--- src/cpu_pkg.sv ---
`default_nettype none

package cpu_pkg;

typedef logic [7:0] data_t;
typedef logic [15:0] addr_t;

typedef enum logic [5:0] {
	OP_NOP,
	OP_LDA, OP_LDX, OP_LDY, OP_STA, OP_STX, OP_STY,
	OP_ADC, OP_SBC, OP_AND, OP_ORA, OP_EOR, OP_CMP,
	OP_ASL, OP_LSR, OP_ROL, OP_ROR,
	OP_INX, OP_INY, OP_DEX, OP_DEY,
	OP_TAX, OP_TAY, OP_TXA, OP_TYA, OP_TSX, OP_TXS,
	OP_SEC, OP_CLC, OP_SEI, OP_CLI, OP_CLV,
	OP_PHA, OP_PLA, OP_PHP, OP_PLP, OP_JMP
} op_t;

typedef enum logic [1:0] {MODE_IMP, MODE_IMM, MODE_ZP, MODE_ABS} mode_t;

typedef enum logic [3:0] {
	ALU_TXA, ALU_TXB, ALU_ADD, ALU_SUB, ALU_AND, ALU_ORA, ALU_EOR, ALU_ROL, ALU_ROR
} alu_func_t;

typedef enum logic [2:0] {ASRC_A, ASRC_X, ASRC_Y, ASRC_SP, ASRC_P} a_src_t;
typedef enum logic {BSRC_MEM, BSRC_ONE} b_src_t;
typedef enum logic [1:0] {ADDR_PC, ADDR_LATCH, ADDR_STACK} addr_sel_t;

typedef struct packed {
	logic a;
	logic x;
	logic y;
	logic sp;
	logic p;
	logic dll;
	logic dlh;
} dst_t;

typedef struct packed {
	addr_sel_t addr_sel;
	logic pc_inc;
	logic pc_load;
	logic ir_we;
	logic dlh_clr;
	logic mem_we;
	a_src_t a_src;
	b_src_t b_src;
	alu_func_t alu_func;
	// Carry-in becomes the no-borrow value of the selected function
	logic cin_force;
	dst_t dst;
	data_t p_mask;
	data_t p_set;
	data_t p_clr;
} ctrl_t;

localparam int STATUS_C = 0;
localparam int STATUS_Z = 1;
localparam int STATUS_I = 2;
localparam int STATUS_D = 3;
localparam int STATUS_V = 6;
localparam int STATUS_N = 7;

endpackage

`default_nettype wire

--- src/cpu_decoder.sv ---
`timescale 1ns/100ps
`default_nettype none

module cpu_decoder (
	input  cpu_pkg::data_t ir_i,
	output cpu_pkg::op_t   op_o,
	output cpu_pkg::mode_t mode_o
);

always_comb begin
	case (ir_i)
	8'hA9, 8'hA5, 8'hAD: op_o = cpu_pkg::OP_LDA;
	8'hA2, 8'hA6, 8'hAE: op_o = cpu_pkg::OP_LDX;
	8'hA0, 8'hA4, 8'hAC: op_o = cpu_pkg::OP_LDY;
	8'h69, 8'h65, 8'h6D: op_o = cpu_pkg::OP_ADC;
	8'hE9, 8'hE5, 8'hED: op_o = cpu_pkg::OP_SBC;
	8'h29, 8'h25, 8'h2D: op_o = cpu_pkg::OP_AND;
	8'h09, 8'h05, 8'h0D: op_o = cpu_pkg::OP_ORA;
	8'h49, 8'h45, 8'h4D: op_o = cpu_pkg::OP_EOR;
	8'hC9, 8'hC5, 8'hCD: op_o = cpu_pkg::OP_CMP;
	8'h85, 8'h8D: op_o = cpu_pkg::OP_STA;
	8'h86, 8'h8E: op_o = cpu_pkg::OP_STX;
	8'h84, 8'h8C: op_o = cpu_pkg::OP_STY;
	8'h0A: op_o = cpu_pkg::OP_ASL;
	8'h4A: op_o = cpu_pkg::OP_LSR;
	8'h2A: op_o = cpu_pkg::OP_ROL;
	8'h6A: op_o = cpu_pkg::OP_ROR;
	8'hE8: op_o = cpu_pkg::OP_INX;
	8'hC8: op_o = cpu_pkg::OP_INY;
	8'hCA: op_o = cpu_pkg::OP_DEX;
	8'h88: op_o = cpu_pkg::OP_DEY;
	8'hAA: op_o = cpu_pkg::OP_TAX;
	8'hA8: op_o = cpu_pkg::OP_TAY;
	8'h8A: op_o = cpu_pkg::OP_TXA;
	8'h98: op_o = cpu_pkg::OP_TYA;
	8'hBA: op_o = cpu_pkg::OP_TSX;
	8'h9A: op_o = cpu_pkg::OP_TXS;
	8'h38: op_o = cpu_pkg::OP_SEC;
	8'h18: op_o = cpu_pkg::OP_CLC;
	8'h78: op_o = cpu_pkg::OP_SEI;
	8'h58: op_o = cpu_pkg::OP_CLI;
	8'hB8: op_o = cpu_pkg::OP_CLV;
	8'h48: op_o = cpu_pkg::OP_PHA;
	8'h68: op_o = cpu_pkg::OP_PLA;
	8'h08: op_o = cpu_pkg::OP_PHP;
	8'h28: op_o = cpu_pkg::OP_PLP;
	8'h4C: op_o = cpu_pkg::OP_JMP;
	default: op_o = cpu_pkg::OP_NOP;
	endcase
end

// Mode from the bbb and cc fields of the opcode
always_comb begin
	case (ir_i[4:2])
	3'b001: mode_o = cpu_pkg::MODE_ZP;
	3'b011: mode_o = cpu_pkg::MODE_ABS;
	3'b010: mode_o = (ir_i[1:0] == 2'b01) ? cpu_pkg::MODE_IMM : cpu_pkg::MODE_IMP;
	3'b000: mode_o = (ir_i[1:0] == 2'b01) ? cpu_pkg::MODE_IMP : cpu_pkg::MODE_IMM;
	default: mode_o = cpu_pkg::MODE_IMP;
	endcase
	if (op_o == cpu_pkg::OP_NOP)
		mode_o = cpu_pkg::MODE_IMP;
end

endmodule

`default_nettype wire

--- src/cpu_sequencer.sv ---
`timescale 1ns/100ps
`default_nettype none

module cpu_sequencer (
	input  logic           sys,
	input  logic           rst_i,
	input  cpu_pkg::op_t   op_i,
	input  cpu_pkg::mode_t mode_i,
	output cpu_pkg::ctrl_t ctrl_o,
	output logic           sync_o
);

typedef enum logic [2:0] {
	VECTOR_LO, VECTOR_HI, FETCH, DECODE, READ_HI, OPERAND, PUSH, PULL
} state_t;

state_t state, state_next;
logic execute;

always_ff @(posedge sys) begin
	if (rst_i)
		state <= VECTOR_LO;
	else
		state <= state_next;
end

assign sync_o = (state == FETCH);

always_comb begin
	ctrl_o = '0;
	ctrl_o.addr_sel = cpu_pkg::ADDR_PC;
	ctrl_o.a_src = cpu_pkg::ASRC_A;
	ctrl_o.b_src = cpu_pkg::BSRC_MEM;
	ctrl_o.alu_func = cpu_pkg::ALU_TXB;
	state_next = state;
	execute = 1'b0;

	case (state)
	VECTOR_LO: begin
		ctrl_o.pc_inc = 1'b1;
		ctrl_o.dst.dll = 1'b1;
		state_next = VECTOR_HI;
	end
	VECTOR_HI: begin
		ctrl_o.pc_load = 1'b1;
		state_next = FETCH;
	end
	FETCH: begin
		ctrl_o.pc_inc = 1'b1;
		ctrl_o.ir_we = 1'b1;
		state_next = DECODE;
	end
	DECODE: begin
		case (mode_i)
		cpu_pkg::MODE_IMP: begin
			if (op_i == cpu_pkg::OP_PLA || op_i == cpu_pkg::OP_PLP) begin
				// SP up by one before the stack read
				ctrl_o.a_src = cpu_pkg::ASRC_SP;
				ctrl_o.b_src = cpu_pkg::BSRC_ONE;
				ctrl_o.alu_func = cpu_pkg::ALU_ADD;
				ctrl_o.cin_force = 1'b1;
				ctrl_o.dst.sp = 1'b1;
				state_next = PULL;
			end else begin
				execute = 1'b1;
				if (op_i == cpu_pkg::OP_PHA || op_i == cpu_pkg::OP_PHP)
					state_next = PUSH;
				else
					state_next = FETCH;
			end
		end
		cpu_pkg::MODE_IMM: begin
			ctrl_o.pc_inc = 1'b1;
			execute = 1'b1;
			state_next = FETCH;
		end
		default: begin
			ctrl_o.pc_inc = 1'b1;
			ctrl_o.dst.dll = 1'b1;
			ctrl_o.dlh_clr = (mode_i == cpu_pkg::MODE_ZP);
			state_next = (mode_i == cpu_pkg::MODE_ZP) ? OPERAND : READ_HI;
		end
		endcase
	end
	READ_HI: begin
		if (op_i == cpu_pkg::OP_JMP) begin
			ctrl_o.pc_load = 1'b1;
			state_next = FETCH;
		end else begin
			ctrl_o.pc_inc = 1'b1;
			ctrl_o.dst.dlh = 1'b1;
			state_next = OPERAND;
		end
	end
	OPERAND: begin
		// Implied mode only gets here as the idle cycle after a pull
		if (mode_i != cpu_pkg::MODE_IMP) begin
			ctrl_o.addr_sel = cpu_pkg::ADDR_LATCH;
			execute = 1'b1;
		end
		state_next = FETCH;
	end
	PUSH: begin
		ctrl_o.a_src = cpu_pkg::ASRC_SP;
		ctrl_o.b_src = cpu_pkg::BSRC_ONE;
		ctrl_o.alu_func = cpu_pkg::ALU_SUB;
		ctrl_o.cin_force = 1'b1;
		ctrl_o.dst.sp = 1'b1;
		state_next = FETCH;
	end
	PULL: begin
		ctrl_o.addr_sel = cpu_pkg::ADDR_STACK;
		execute = 1'b1;
		state_next = OPERAND;
	end
	default: state_next = FETCH;
	endcase

	if (execute) begin
		case (op_i)
		cpu_pkg::OP_STA, cpu_pkg::OP_STX, cpu_pkg::OP_STY, cpu_pkg::OP_TAX,
		cpu_pkg::OP_TAY, cpu_pkg::OP_TXA, cpu_pkg::OP_TYA, cpu_pkg::OP_TSX,
		cpu_pkg::OP_TXS, cpu_pkg::OP_PHA, cpu_pkg::OP_PHP:
			ctrl_o.alu_func = cpu_pkg::ALU_TXA;
		cpu_pkg::OP_ADC, cpu_pkg::OP_INX, cpu_pkg::OP_INY:
			ctrl_o.alu_func = cpu_pkg::ALU_ADD;
		cpu_pkg::OP_SBC, cpu_pkg::OP_CMP, cpu_pkg::OP_DEX, cpu_pkg::OP_DEY:
			ctrl_o.alu_func = cpu_pkg::ALU_SUB;
		cpu_pkg::OP_AND: ctrl_o.alu_func = cpu_pkg::ALU_AND;
		cpu_pkg::OP_ORA: ctrl_o.alu_func = cpu_pkg::ALU_ORA;
		cpu_pkg::OP_EOR: ctrl_o.alu_func = cpu_pkg::ALU_EOR;
		cpu_pkg::OP_ASL, cpu_pkg::OP_ROL: ctrl_o.alu_func = cpu_pkg::ALU_ROL;
		cpu_pkg::OP_LSR, cpu_pkg::OP_ROR: ctrl_o.alu_func = cpu_pkg::ALU_ROR;
		default: ;
		endcase

		case (op_i)
		cpu_pkg::OP_STX, cpu_pkg::OP_TXA, cpu_pkg::OP_TXS, cpu_pkg::OP_INX,
		cpu_pkg::OP_DEX: ctrl_o.a_src = cpu_pkg::ASRC_X;
		cpu_pkg::OP_STY, cpu_pkg::OP_TYA, cpu_pkg::OP_INY,
		cpu_pkg::OP_DEY: ctrl_o.a_src = cpu_pkg::ASRC_Y;
		cpu_pkg::OP_TSX: ctrl_o.a_src = cpu_pkg::ASRC_SP;
		cpu_pkg::OP_PHP: ctrl_o.a_src = cpu_pkg::ASRC_P;
		default: ;
		endcase

		case (op_i)
		cpu_pkg::OP_LDA, cpu_pkg::OP_ADC, cpu_pkg::OP_SBC, cpu_pkg::OP_AND,
		cpu_pkg::OP_ORA, cpu_pkg::OP_EOR, cpu_pkg::OP_ASL, cpu_pkg::OP_LSR,
		cpu_pkg::OP_ROL, cpu_pkg::OP_ROR, cpu_pkg::OP_TXA, cpu_pkg::OP_TYA,
		cpu_pkg::OP_PLA: ctrl_o.dst.a = 1'b1;
		cpu_pkg::OP_LDX, cpu_pkg::OP_TAX, cpu_pkg::OP_TSX, cpu_pkg::OP_INX,
		cpu_pkg::OP_DEX: ctrl_o.dst.x = 1'b1;
		cpu_pkg::OP_LDY, cpu_pkg::OP_TAY, cpu_pkg::OP_INY,
		cpu_pkg::OP_DEY: ctrl_o.dst.y = 1'b1;
		cpu_pkg::OP_TXS: ctrl_o.dst.sp = 1'b1;
		cpu_pkg::OP_PLP: ctrl_o.dst.p = 1'b1;
		cpu_pkg::OP_STA, cpu_pkg::OP_STX, cpu_pkg::OP_STY: ctrl_o.mem_we = 1'b1;
		cpu_pkg::OP_PHA, cpu_pkg::OP_PHP: begin
			ctrl_o.addr_sel = cpu_pkg::ADDR_STACK;
			ctrl_o.mem_we = 1'b1;
		end
		default: ;
		endcase

		// Shifts take in zero, inc/dec add or subtract one
		case (op_i)
		cpu_pkg::OP_INX, cpu_pkg::OP_INY, cpu_pkg::OP_DEX, cpu_pkg::OP_DEY: begin
			ctrl_o.b_src = cpu_pkg::BSRC_ONE;
			ctrl_o.cin_force = 1'b1;
		end
		cpu_pkg::OP_CMP, cpu_pkg::OP_ASL, cpu_pkg::OP_LSR: ctrl_o.cin_force = 1'b1;
		default: ;
		endcase

		ctrl_o.p_mask[cpu_pkg::STATUS_N] = ctrl_o.dst.a | ctrl_o.dst.x | ctrl_o.dst.y |
			(op_i == cpu_pkg::OP_CMP);
		ctrl_o.p_mask[cpu_pkg::STATUS_Z] = ctrl_o.p_mask[cpu_pkg::STATUS_N];
		case (op_i)
		cpu_pkg::OP_ADC, cpu_pkg::OP_SBC: begin
			ctrl_o.p_mask[cpu_pkg::STATUS_C] = 1'b1;
			ctrl_o.p_mask[cpu_pkg::STATUS_V] = 1'b1;
		end
		cpu_pkg::OP_CMP, cpu_pkg::OP_ASL, cpu_pkg::OP_LSR, cpu_pkg::OP_ROL,
		cpu_pkg::OP_ROR: ctrl_o.p_mask[cpu_pkg::STATUS_C] = 1'b1;
		cpu_pkg::OP_SEC: ctrl_o.p_set[cpu_pkg::STATUS_C] = 1'b1;
		cpu_pkg::OP_SEI: ctrl_o.p_set[cpu_pkg::STATUS_I] = 1'b1;
		cpu_pkg::OP_CLC: ctrl_o.p_clr[cpu_pkg::STATUS_C] = 1'b1;
		cpu_pkg::OP_CLI: ctrl_o.p_clr[cpu_pkg::STATUS_I] = 1'b1;
		cpu_pkg::OP_CLV: ctrl_o.p_clr[cpu_pkg::STATUS_V] = 1'b1;
		default: ;
		endcase
	end
end

endmodule

`default_nettype wire

--- src/cpu_alu.sv ---
`timescale 1ns/100ps
`default_nettype none

module cpu_alu (
	input  cpu_pkg::alu_func_t func_i,
	input  cpu_pkg::data_t     a_i,
	input  cpu_pkg::data_t     b_i,
	input  logic               cin_i,
	output cpu_pkg::data_t     y_o,
	output logic               n_o,
	output logic               z_o,
	output logic               c_o,
	output logic               v_o
);

cpu_pkg::data_t b_eff;
logic [8:0] sum;

// Subtract is add of the inverted operand
assign b_eff = (func_i == cpu_pkg::ALU_SUB) ? ~b_i : b_i;
assign sum = {1'b0, a_i} + {1'b0, b_eff} + {8'd0, cin_i};

always_comb begin
	y_o = a_i;
	c_o = cin_i;
	v_o = 1'b0;
	case (func_i)
	cpu_pkg::ALU_TXA: y_o = a_i;
	cpu_pkg::ALU_TXB: y_o = b_i;
	cpu_pkg::ALU_ADD, cpu_pkg::ALU_SUB: begin
		y_o = sum[7:0];
		c_o = sum[8];
		// Signed overflow
		v_o = (a_i[7] == b_eff[7]) && (sum[7] != a_i[7]);
	end
	cpu_pkg::ALU_AND: y_o = a_i & b_i;
	cpu_pkg::ALU_ORA: y_o = a_i | b_i;
	cpu_pkg::ALU_EOR: y_o = a_i ^ b_i;
	cpu_pkg::ALU_ROL: begin
		y_o = {a_i[6:0], cin_i};
		c_o = a_i[7];
	end
	cpu_pkg::ALU_ROR: begin
		y_o = {cin_i, a_i[7:1]};
		c_o = a_i[0];
	end
	default: ;
	endcase
end

assign n_o = y_o[7];
assign z_o = (y_o == 8'd0);

endmodule

`default_nettype wire

--- src/cpu_datapath.sv ---
`timescale 1ns/100ps
`default_nettype none

module cpu_datapath #(
	parameter cpu_pkg::addr_t RESET_VECTOR = 16'hFFFC
) (
	input  logic           sys,
	input  logic           rst_i,
	input  cpu_pkg::ctrl_t ctrl_i,
	input  cpu_pkg::data_t data_i,
	output cpu_pkg::data_t ir_o,
	output cpu_pkg::addr_t addr_o,
	output cpu_pkg::data_t data_o,
	output logic           we_o
);

cpu_pkg::data_t a_q, x_q, y_q, sp_q, p_q, ir_q, dll_q, dlh_q;
cpu_pkg::addr_t pc_q;
cpu_pkg::data_t p_rd, alu_a, alu_b, alu_y, flags, p_next;
logic cin, alu_n, alu_z, alu_c, alu_v;

// Bit 5 always reads as one
assign p_rd = p_q | 8'h20;

always_comb begin
	case (ctrl_i.a_src)
	cpu_pkg::ASRC_X: alu_a = x_q;
	cpu_pkg::ASRC_Y: alu_a = y_q;
	cpu_pkg::ASRC_SP: alu_a = sp_q;
	cpu_pkg::ASRC_P: alu_a = p_rd;
	default: alu_a = a_q;
	endcase
end

assign alu_b = (ctrl_i.b_src == cpu_pkg::BSRC_ONE) ? 8'd1 : data_i;
assign cin = ctrl_i.cin_force ? (ctrl_i.alu_func == cpu_pkg::ALU_SUB) : p_q[cpu_pkg::STATUS_C];

cpu_alu u_cpu_alu (
	.func_i (ctrl_i.alu_func),
	.a_i    (alu_a),
	.b_i    (alu_b),
	.cin_i  (cin),
	.y_o    (alu_y),
	.n_o    (alu_n),
	.z_o    (alu_z),
	.c_o    (alu_c),
	.v_o    (alu_v)
);

always_comb begin
	flags = 8'd0;
	flags[cpu_pkg::STATUS_N] = alu_n;
	flags[cpu_pkg::STATUS_Z] = alu_z;
	flags[cpu_pkg::STATUS_C] = alu_c;
	flags[cpu_pkg::STATUS_V] = alu_v;
	p_next = ctrl_i.dst.p ? alu_y : p_q;
	p_next = (p_next & ~ctrl_i.p_mask) | (flags & ctrl_i.p_mask);
	p_next = (p_next | ctrl_i.p_set) & ~ctrl_i.p_clr;
end

always_ff @(posedge sys) begin
	if (rst_i) begin
		a_q <= 8'h00;
		x_q <= 8'h00;
		y_q <= 8'h00;
		sp_q <= 8'hFF;
		p_q <= 8'h24;
		pc_q <= RESET_VECTOR;
	end else begin
		if (ctrl_i.dst.a)
			a_q <= alu_y;
		if (ctrl_i.dst.x)
			x_q <= alu_y;
		if (ctrl_i.dst.y)
			y_q <= alu_y;
		if (ctrl_i.dst.sp)
			sp_q <= alu_y;
		p_q <= p_next;
		// Jump target is the byte on the ALU with the latched low byte
		if (ctrl_i.pc_load)
			pc_q <= {alu_y, dll_q};
		else if (ctrl_i.pc_inc)
			pc_q <= pc_q + 16'd1;
	end
end

always_ff @(posedge sys) begin
	if (ctrl_i.ir_we)
		ir_q <= data_i;
	if (ctrl_i.dst.dll)
		dll_q <= alu_y;
	if (ctrl_i.dlh_clr)
		dlh_q <= 8'h00;
	else if (ctrl_i.dst.dlh)
		dlh_q <= alu_y;
end

always_comb begin
	case (ctrl_i.addr_sel)
	cpu_pkg::ADDR_LATCH: addr_o = {dlh_q, dll_q};
	cpu_pkg::ADDR_STACK: addr_o = {8'h01, sp_q};
	default: addr_o = pc_q;
	endcase
end

assign ir_o = ir_q;
assign data_o = alu_y;
assign we_o = ctrl_i.mem_we;

endmodule

`default_nettype wire

--- src/cpu_top.sv ---
`timescale 1ns/100ps
`default_nettype none

module cpu_top #(
	parameter cpu_pkg::addr_t RESET_VECTOR = 16'hFFFC
) (
	input  logic           sys,
	input  logic           rst_i,
	output cpu_pkg::addr_t addr_o,
	output cpu_pkg::data_t data_o,
	input  cpu_pkg::data_t data_i,
	output logic           we_o,
	output logic           sync_o
);

cpu_pkg::data_t ir;
cpu_pkg::op_t op;
cpu_pkg::mode_t mode;
cpu_pkg::ctrl_t ctrl;

cpu_decoder u_cpu_decoder (
	.ir_i   (ir),
	.op_o   (op),
	.mode_o (mode)
);

cpu_sequencer u_cpu_sequencer (
	.sys    (sys),
	.rst_i  (rst_i),
	.op_i   (op),
	.mode_i (mode),
	.ctrl_o (ctrl),
	.sync_o (sync_o)
);

cpu_datapath #(
	.RESET_VECTOR (RESET_VECTOR)
) u_cpu_datapath (
	.sys    (sys),
	.rst_i  (rst_i),
	.ctrl_i (ctrl),
	.data_i (data_i),
	.ir_o   (ir),
	.addr_o (addr_o),
	.data_o (data_o),
	.we_o   (we_o)
);

endmodule

`default_nettype wire

--- config.mk ---
export PLATFORM = sky130hd
export DESIGN_NAME = cpu_top
export DESIGN_NICKNAME = d
export VERILOG_FILES = /design/src/cpu_pkg.sv /design/src/cpu_decoder.sv /design/src/cpu_sequencer.sv /design/src/cpu_alu.sv /design/src/cpu_datapath.sv /design/src/cpu_top.sv
export SDC_FILE = /design/constraint.sdc
export NUM_CORES = 1
export LEC_CHECK = 0
export BUFFER_PORTS_ARGS = -buffer_cell sky130_fd_sc_hd__buf_2
export CAP_MARGIN = 20
export CORE_MARGIN = 5
export CORE_UTILIZATION = 44
export CTS_CLUSTER_SIZE = 10
export DETAILED_ROUTE_END_ITERATION = 8
export PLACE_DENSITY = 0.68
export SLEW_MARGIN = 20
export SYNTH_ARGS = -nofsm -noshare
export SYNTH_HDL_FRONTEND = slang
export SYNTH_HIERARCHICAL = 1
export SYNTH_SLANG_ARGS = --single-unit
--- constraint.sdc ---
create_clock -name sys -period 7.3 [get_ports sys]
set_input_delay 0.365 -clock sys [delete_from_list [all_inputs] [get_ports sys]]
set_output_delay 0.365 -clock sys [all_outputs]
set_load 0.02 [all_outputs]
Word-level counts from Yosys, hierarchy flattened
Memories as Yosys holds them, arrays and structs flattened. A register that Yosys moved wholly into a read port is not among the register bits.
Index checks and enable logic that the tools add are counted.
{ "totals": {"ff_bits": 83, "rom_bits": 1536, "output_inout_bits": 26, "word_cells": 198, "mem_count": 1} }
{ "classes": {"n_addsub": 3, "eq_ne": 65, "muxes": 75, "n_bitwise": 14, "reduce_logical": 30} }
{ "memory_table": {"columns": ["memory", "depth", "width", "rd", "rd_ports_with_merged_regs", "write_ports", "line_no", "rtl"], "rows": [
  ["(name not given)", 256, 6, 1, 1, 0, "cpu_decoder.sv:11", "case (ir_i)"]
]} }
{ "op_table": {"columns": ["cell", "count"], "rows": [
  ["$eq 6x5->1 const B", 16],
  ["$pmux 8 s7", 1],
  ["$eq 6x4->1 const B", 8],
  ["$mux 1", 41],
  ["$mux 8", 5],
  ["$and 8x8->8", 4],
  ["$mux 16", 2],
  ["$pmux 16 s2", 1],
  ["$pmux 4 s8", 1],
  ["$pmux 8 s4", 1],
  ["$eq 6x6->1 const B", 5],
  ["$eq 6x3->1 const B", 4],
  ["$eq 3x2->1 const B", 6],
  ["$pmux 3 s6", 1],
  ["$pmux 9 s2", 1],
  ["$add 16x1->16 const B", 1],
  ["$eq 4x3->1 const B", 4],
  ["$not 8->8", 2],
  ["$or 8x8->8", 2],
  ["$reduce_or 4->1", 4],
  ["$eq 3x3->1 const B", 5],
  ["$mux 15", 1],
  ["$reduce_or 5->1", 3],
  ["$reduce_or 2->1", 7],
  ["36 further kinds", 61]
]} }

Longest topological paths before layout
{ "logic_depth": {"depth_word": 21, "depth_mapped": 32, "mapped_depth_nobuf": 28} }

Hierarchy
The synthesis kept the hierarchy.
{ "modules_own_cells": {"columns": ["mod", "n_inst", "cells_each", "area_per_inst_um2", "seq_area_each_um2"], "rows": [
  ["cpu_datapath", 1, 421, 3897.5, 1741.7],
  ["cpu_alu", 1, 196, 1445.1, 0.0],
  ["cpu_sequencer", 1, 182, 1151.1, 60.1],
  ["cpu_decoder", 1, 110, 780.7, 0.0]
]} }

Least setup slack after synthesis
Ideal clock, no wire load.
{ "synth_timing": {"path_type": "reg-to-reg", "from": "register u_cpu_datapath.ir_q[0] (netlist: u_cpu_datapath/ir_o[0])", "to": "register u_cpu_datapath.p_q[1]", "arrival_ns": 6.884, "t_required_ns": 7.222, "setup_slack_ns": 0.338, "path_stages_with_launch": 29, "cell_sequence": "edfxtp_1 inv_1 ha_1 nand3b_1 a221o_1 a32oi_1 nor4_1 a31oi_1 nor2b_1 o21a_1 a221oi_1 buf_6 clkbuf_1 clkbuf_1 and2_1 clkbuf_1 xnor2_1 fa_1 inv_1 fa_1 xor2_1 a32oi_1 or4b_4 or4_1 nor4_2 nor4b_2 mux2_2 nor2_1 nor3_1"} }
{ "synth_lines": {"columns": ["element", "line_no", "rtl"], "rows": [
  ["start, declared", "cpu_datapath.sv:17", "cpu_pkg::data_t a_q, x_q, y_q, sp_q, p_q, ir_q, dll_q, dlh_q;"],
  ["start signal, assigned", "cpu_datapath.sv:89", "ir_q <= data_i;"],
  ["end signal, assigned", "cpu_datapath.sv:78", "p_q <= p_next;"],
  ["end, declared", "cpu_datapath.sv:17", null]
]} }

==> flow_metrics.env <==
export IMPL_viasPerCell=5.85
export IMPL_clk_path_buf_depth=2
export IMPL_slew_viol_final=0
export IMPL_critPathMaxFanout=11
export IMPL_outcome="finished, final reports clean"
export IMPL_drt_initial_drc_count=637
export IMPL_cts_tree="built"
export IMPL_worst_slew_margin_rel=0.303
export IMPL_syn_inst=906
export IMPL_hold_viol=0
export IMPL_cts_sinks=82
export IMPL_ys_warn_count=6
export IMPL_fin_crit_ps=6820
export IMPL_grt_first_pass_wirelength_um=31200
export IMPL_required_ps=6930
export IMPL_die_w_um=138
export IMPL_drv_cap=0
export IMPL_grt_pass1_vias=6143
export IMPL_gp_congestion=0.930
export IMPL_dr_total_vias=6712
export IMPL_clock_latency_ps=340
export IMPL_cts_root_buf="clkbuf_16"
export IMPL_syn_mean_instance_area_um2=8.00
export IMPL_powerDensity_nw_per_um2=181
export IMPL_grt_max_degree=53
export IMPL_drc_errors=0
export IMPL_num_rows=47
export IMPL_rr_worst_depth=28
export IMPL_wl_per_cell_um=16.5
export IMPL_wl_um=19000
export IMPL_io_buffers=35
export IMPL_critical_path_class="reg -> out"
export IMPL_p_leak_uw=0.00304
export IMPL_r2r_end="u_cpu_datapath/p_q[1]"
export IMPL_grtUsageTotal=0.192
export IMPL_peakVddDrop_mv=0.134
export IMPL_hp_class="in -> reg"
export IMPL_initial_core_util=0.444
export IMPL_synthesis_area_um2=7250
export IMPL_detail_route_antenna_nets=0
export IMPL_numCtsBuffers=9
export IMPL_stdcell_count=1148
export IMPL_dp_hpwl_um=13500
export IMPL_ios=36
export IMPL_fin_nets=965
export IMPL_start_kind="flip-flop"
export IMPL_dieArea_um2=19100
export IMPL_fin_skew_ps=11.5
export IMPL_drive_gt1_frac=0.163
export IMPL_end_kind="primary output"
export IMPL_rr_startpoint="u_cpu_datapath/ir_o[0]"
export IMPL_hp_start="data_i[6]"
export IMPL_setup_viol=0
export IMPL_antenna_found_initial=0
export IMPL_dp_cells=1124
export IMPL_finalPower_uw=1450
export IMPL_design_core_area_um2=16300
export IMPL_h_tree_depth=3
export IMPL_clock_fmax_ghz=0.147
export IMPL_die_h_um=138
export IMPL_grt_overflow=0
export IMPL_arrival_ps=6460
export IMPL_worst_slew_pin_slew_ps=1050
export IMPL_startpoint="u_cpu_datapath/ir_o[0]"
export IMPL_clk_pin_slew_ps=60
export IMPL_syn_to_final_growth_pct=10.5
export IMPL_r2r_setup_slack_ps=530
export IMPL_final_period_utilization=0.935
export IMPL_endpoint="data_o[6]"
export IMPL_n_antenna_cell=0
export IMPL_drt_first_pass_iters=5
## timing repair
item / CTS / global route
setup buffers: 0 / 8
gates resized for setup: 1 / 11
endpoints found under the setup margin: 1 / 8
hold buffers: 0 / 0
## layout make-up
cell class                 count  area [um2]
multi-input combinational    710        4970
clock inverter                 6        56.3
tap                          220         275
sequential                    82        1800
inverter                      41         154
clock buffer                  10         250
fill                        1629        8330
timing repair buffer          79         505
## worst max-delay path, stage by stage, from the launching register on
cell      delay (ps)
edfxtp_1         460
buf_4            180
ha_1             260
and3b_1          200
o21ai_0          220
a32oi_1          210
nor4_2           380
a31oi_1          160
buf_4            190
o311a_1          360
o21bai_1         180
and3_2           310
nand2b_2         280
o22a_1           240
o22ai_1          120
a21oi_1          110
inv_1            150
fa_1             200
inv_1             50
fa_1             420
a211oi_1         300
o21bai_1         120
a21oi_1          260
xnor2_1          100
o22ai_1          240
buf_4            240
buf_2            190
## cell usage in the layout, fill, tap and decap left out, types with 5 or more instances in the layout
master / instances
and2_1: 8
a21oi_1: 49
buf_2: 35
nor4_2: 5
a21o_1: 6
or2_2: 5
nor4_1: 8
buf_4: 44
ha_1: 30
nand3_1: 11
mux2_2: 10
conb_1: 12
a211oi_1: 8
mux2i_1: 63
nor3_1: 18
nand2b_1: 22
a31oi_1: 10
o211ai_1: 11
o21a_1: 5
nor2_1: 97
nand2_1: 69
xnor2_1: 22
clkbuf_16: 10
inv_1: 40
o21ai_0: 44
nor3b_1: 15
edfxtp_1: 16
nor2b_1: 27
a22oi_1: 12
dfxtp_1: 66
o22ai_1: 13
nand3b_1: 5
o22a_1: 7
## per-layer routing
layer	track usage	vias to the layer above	wire (um)
li1	-	3287	-
met1	0.266	3186	8880
met2	0.312	207	8770
met3	0.0297	32	915
met4	0.0541	0	414
met5	0	-	0
## registers in the layout, summed over array words and instances, names as in the netlist
signal / count
u_cpu_datapath/p_q: 7
u_cpu_datapath/y_q: 8
u_cpu_sequencer/state: 3
u_cpu_datapath/pc_q: 16
u_cpu_datapath/sp_q: 8
u_cpu_datapath/dlh_q: 8
u_cpu_datapath/x_q: 8
u_cpu_datapath/dll_q: 8
u_cpu_datapath/ir_o: 8
u_cpu_datapath/a_q: 8
## worst min path at each step
| stage | end | cells past startpoint |
|---|---|---|
| after global routing | u_cpu_datapath/ir_o[6] | 1 |
| after floorplan | u_cpu_sequencer/state[1] | 1 |
| final | u_cpu_datapath/ir_o[6] | 1 |
| after CTS | u_cpu_datapath/ir_o[6] | 1 |
| after detailed placement | u_cpu_datapath/x_q[5] | 2 |
| after global placement | u_cpu_datapath/x_q[5] | 2 |
## stage by stage
stage / worst slack (ps) / util / hold WS [ps] / cell area, um2 / setup TNS, ps
after floorplan: 338 / - / 438 / 7290 / 0
after global placement: 321 / 0.465 / 472 / 7600 / 0
after detailed placement: 203 / 0.465 / 479 / 7600 / 0
after CTS: 133 / 0.484 / 207 / 7910 / 0
after global routing: -34.2 / 0.490 / 209 / 8010 / -34.2
final: 476 / 0.490 / 220 / 8010 / 0
## report_power, final
part           internal (uW)  switching [uW]
combinational            172             270
sequential               506            50.0
clock                    257             195
(Power assumes the default switching activity.)
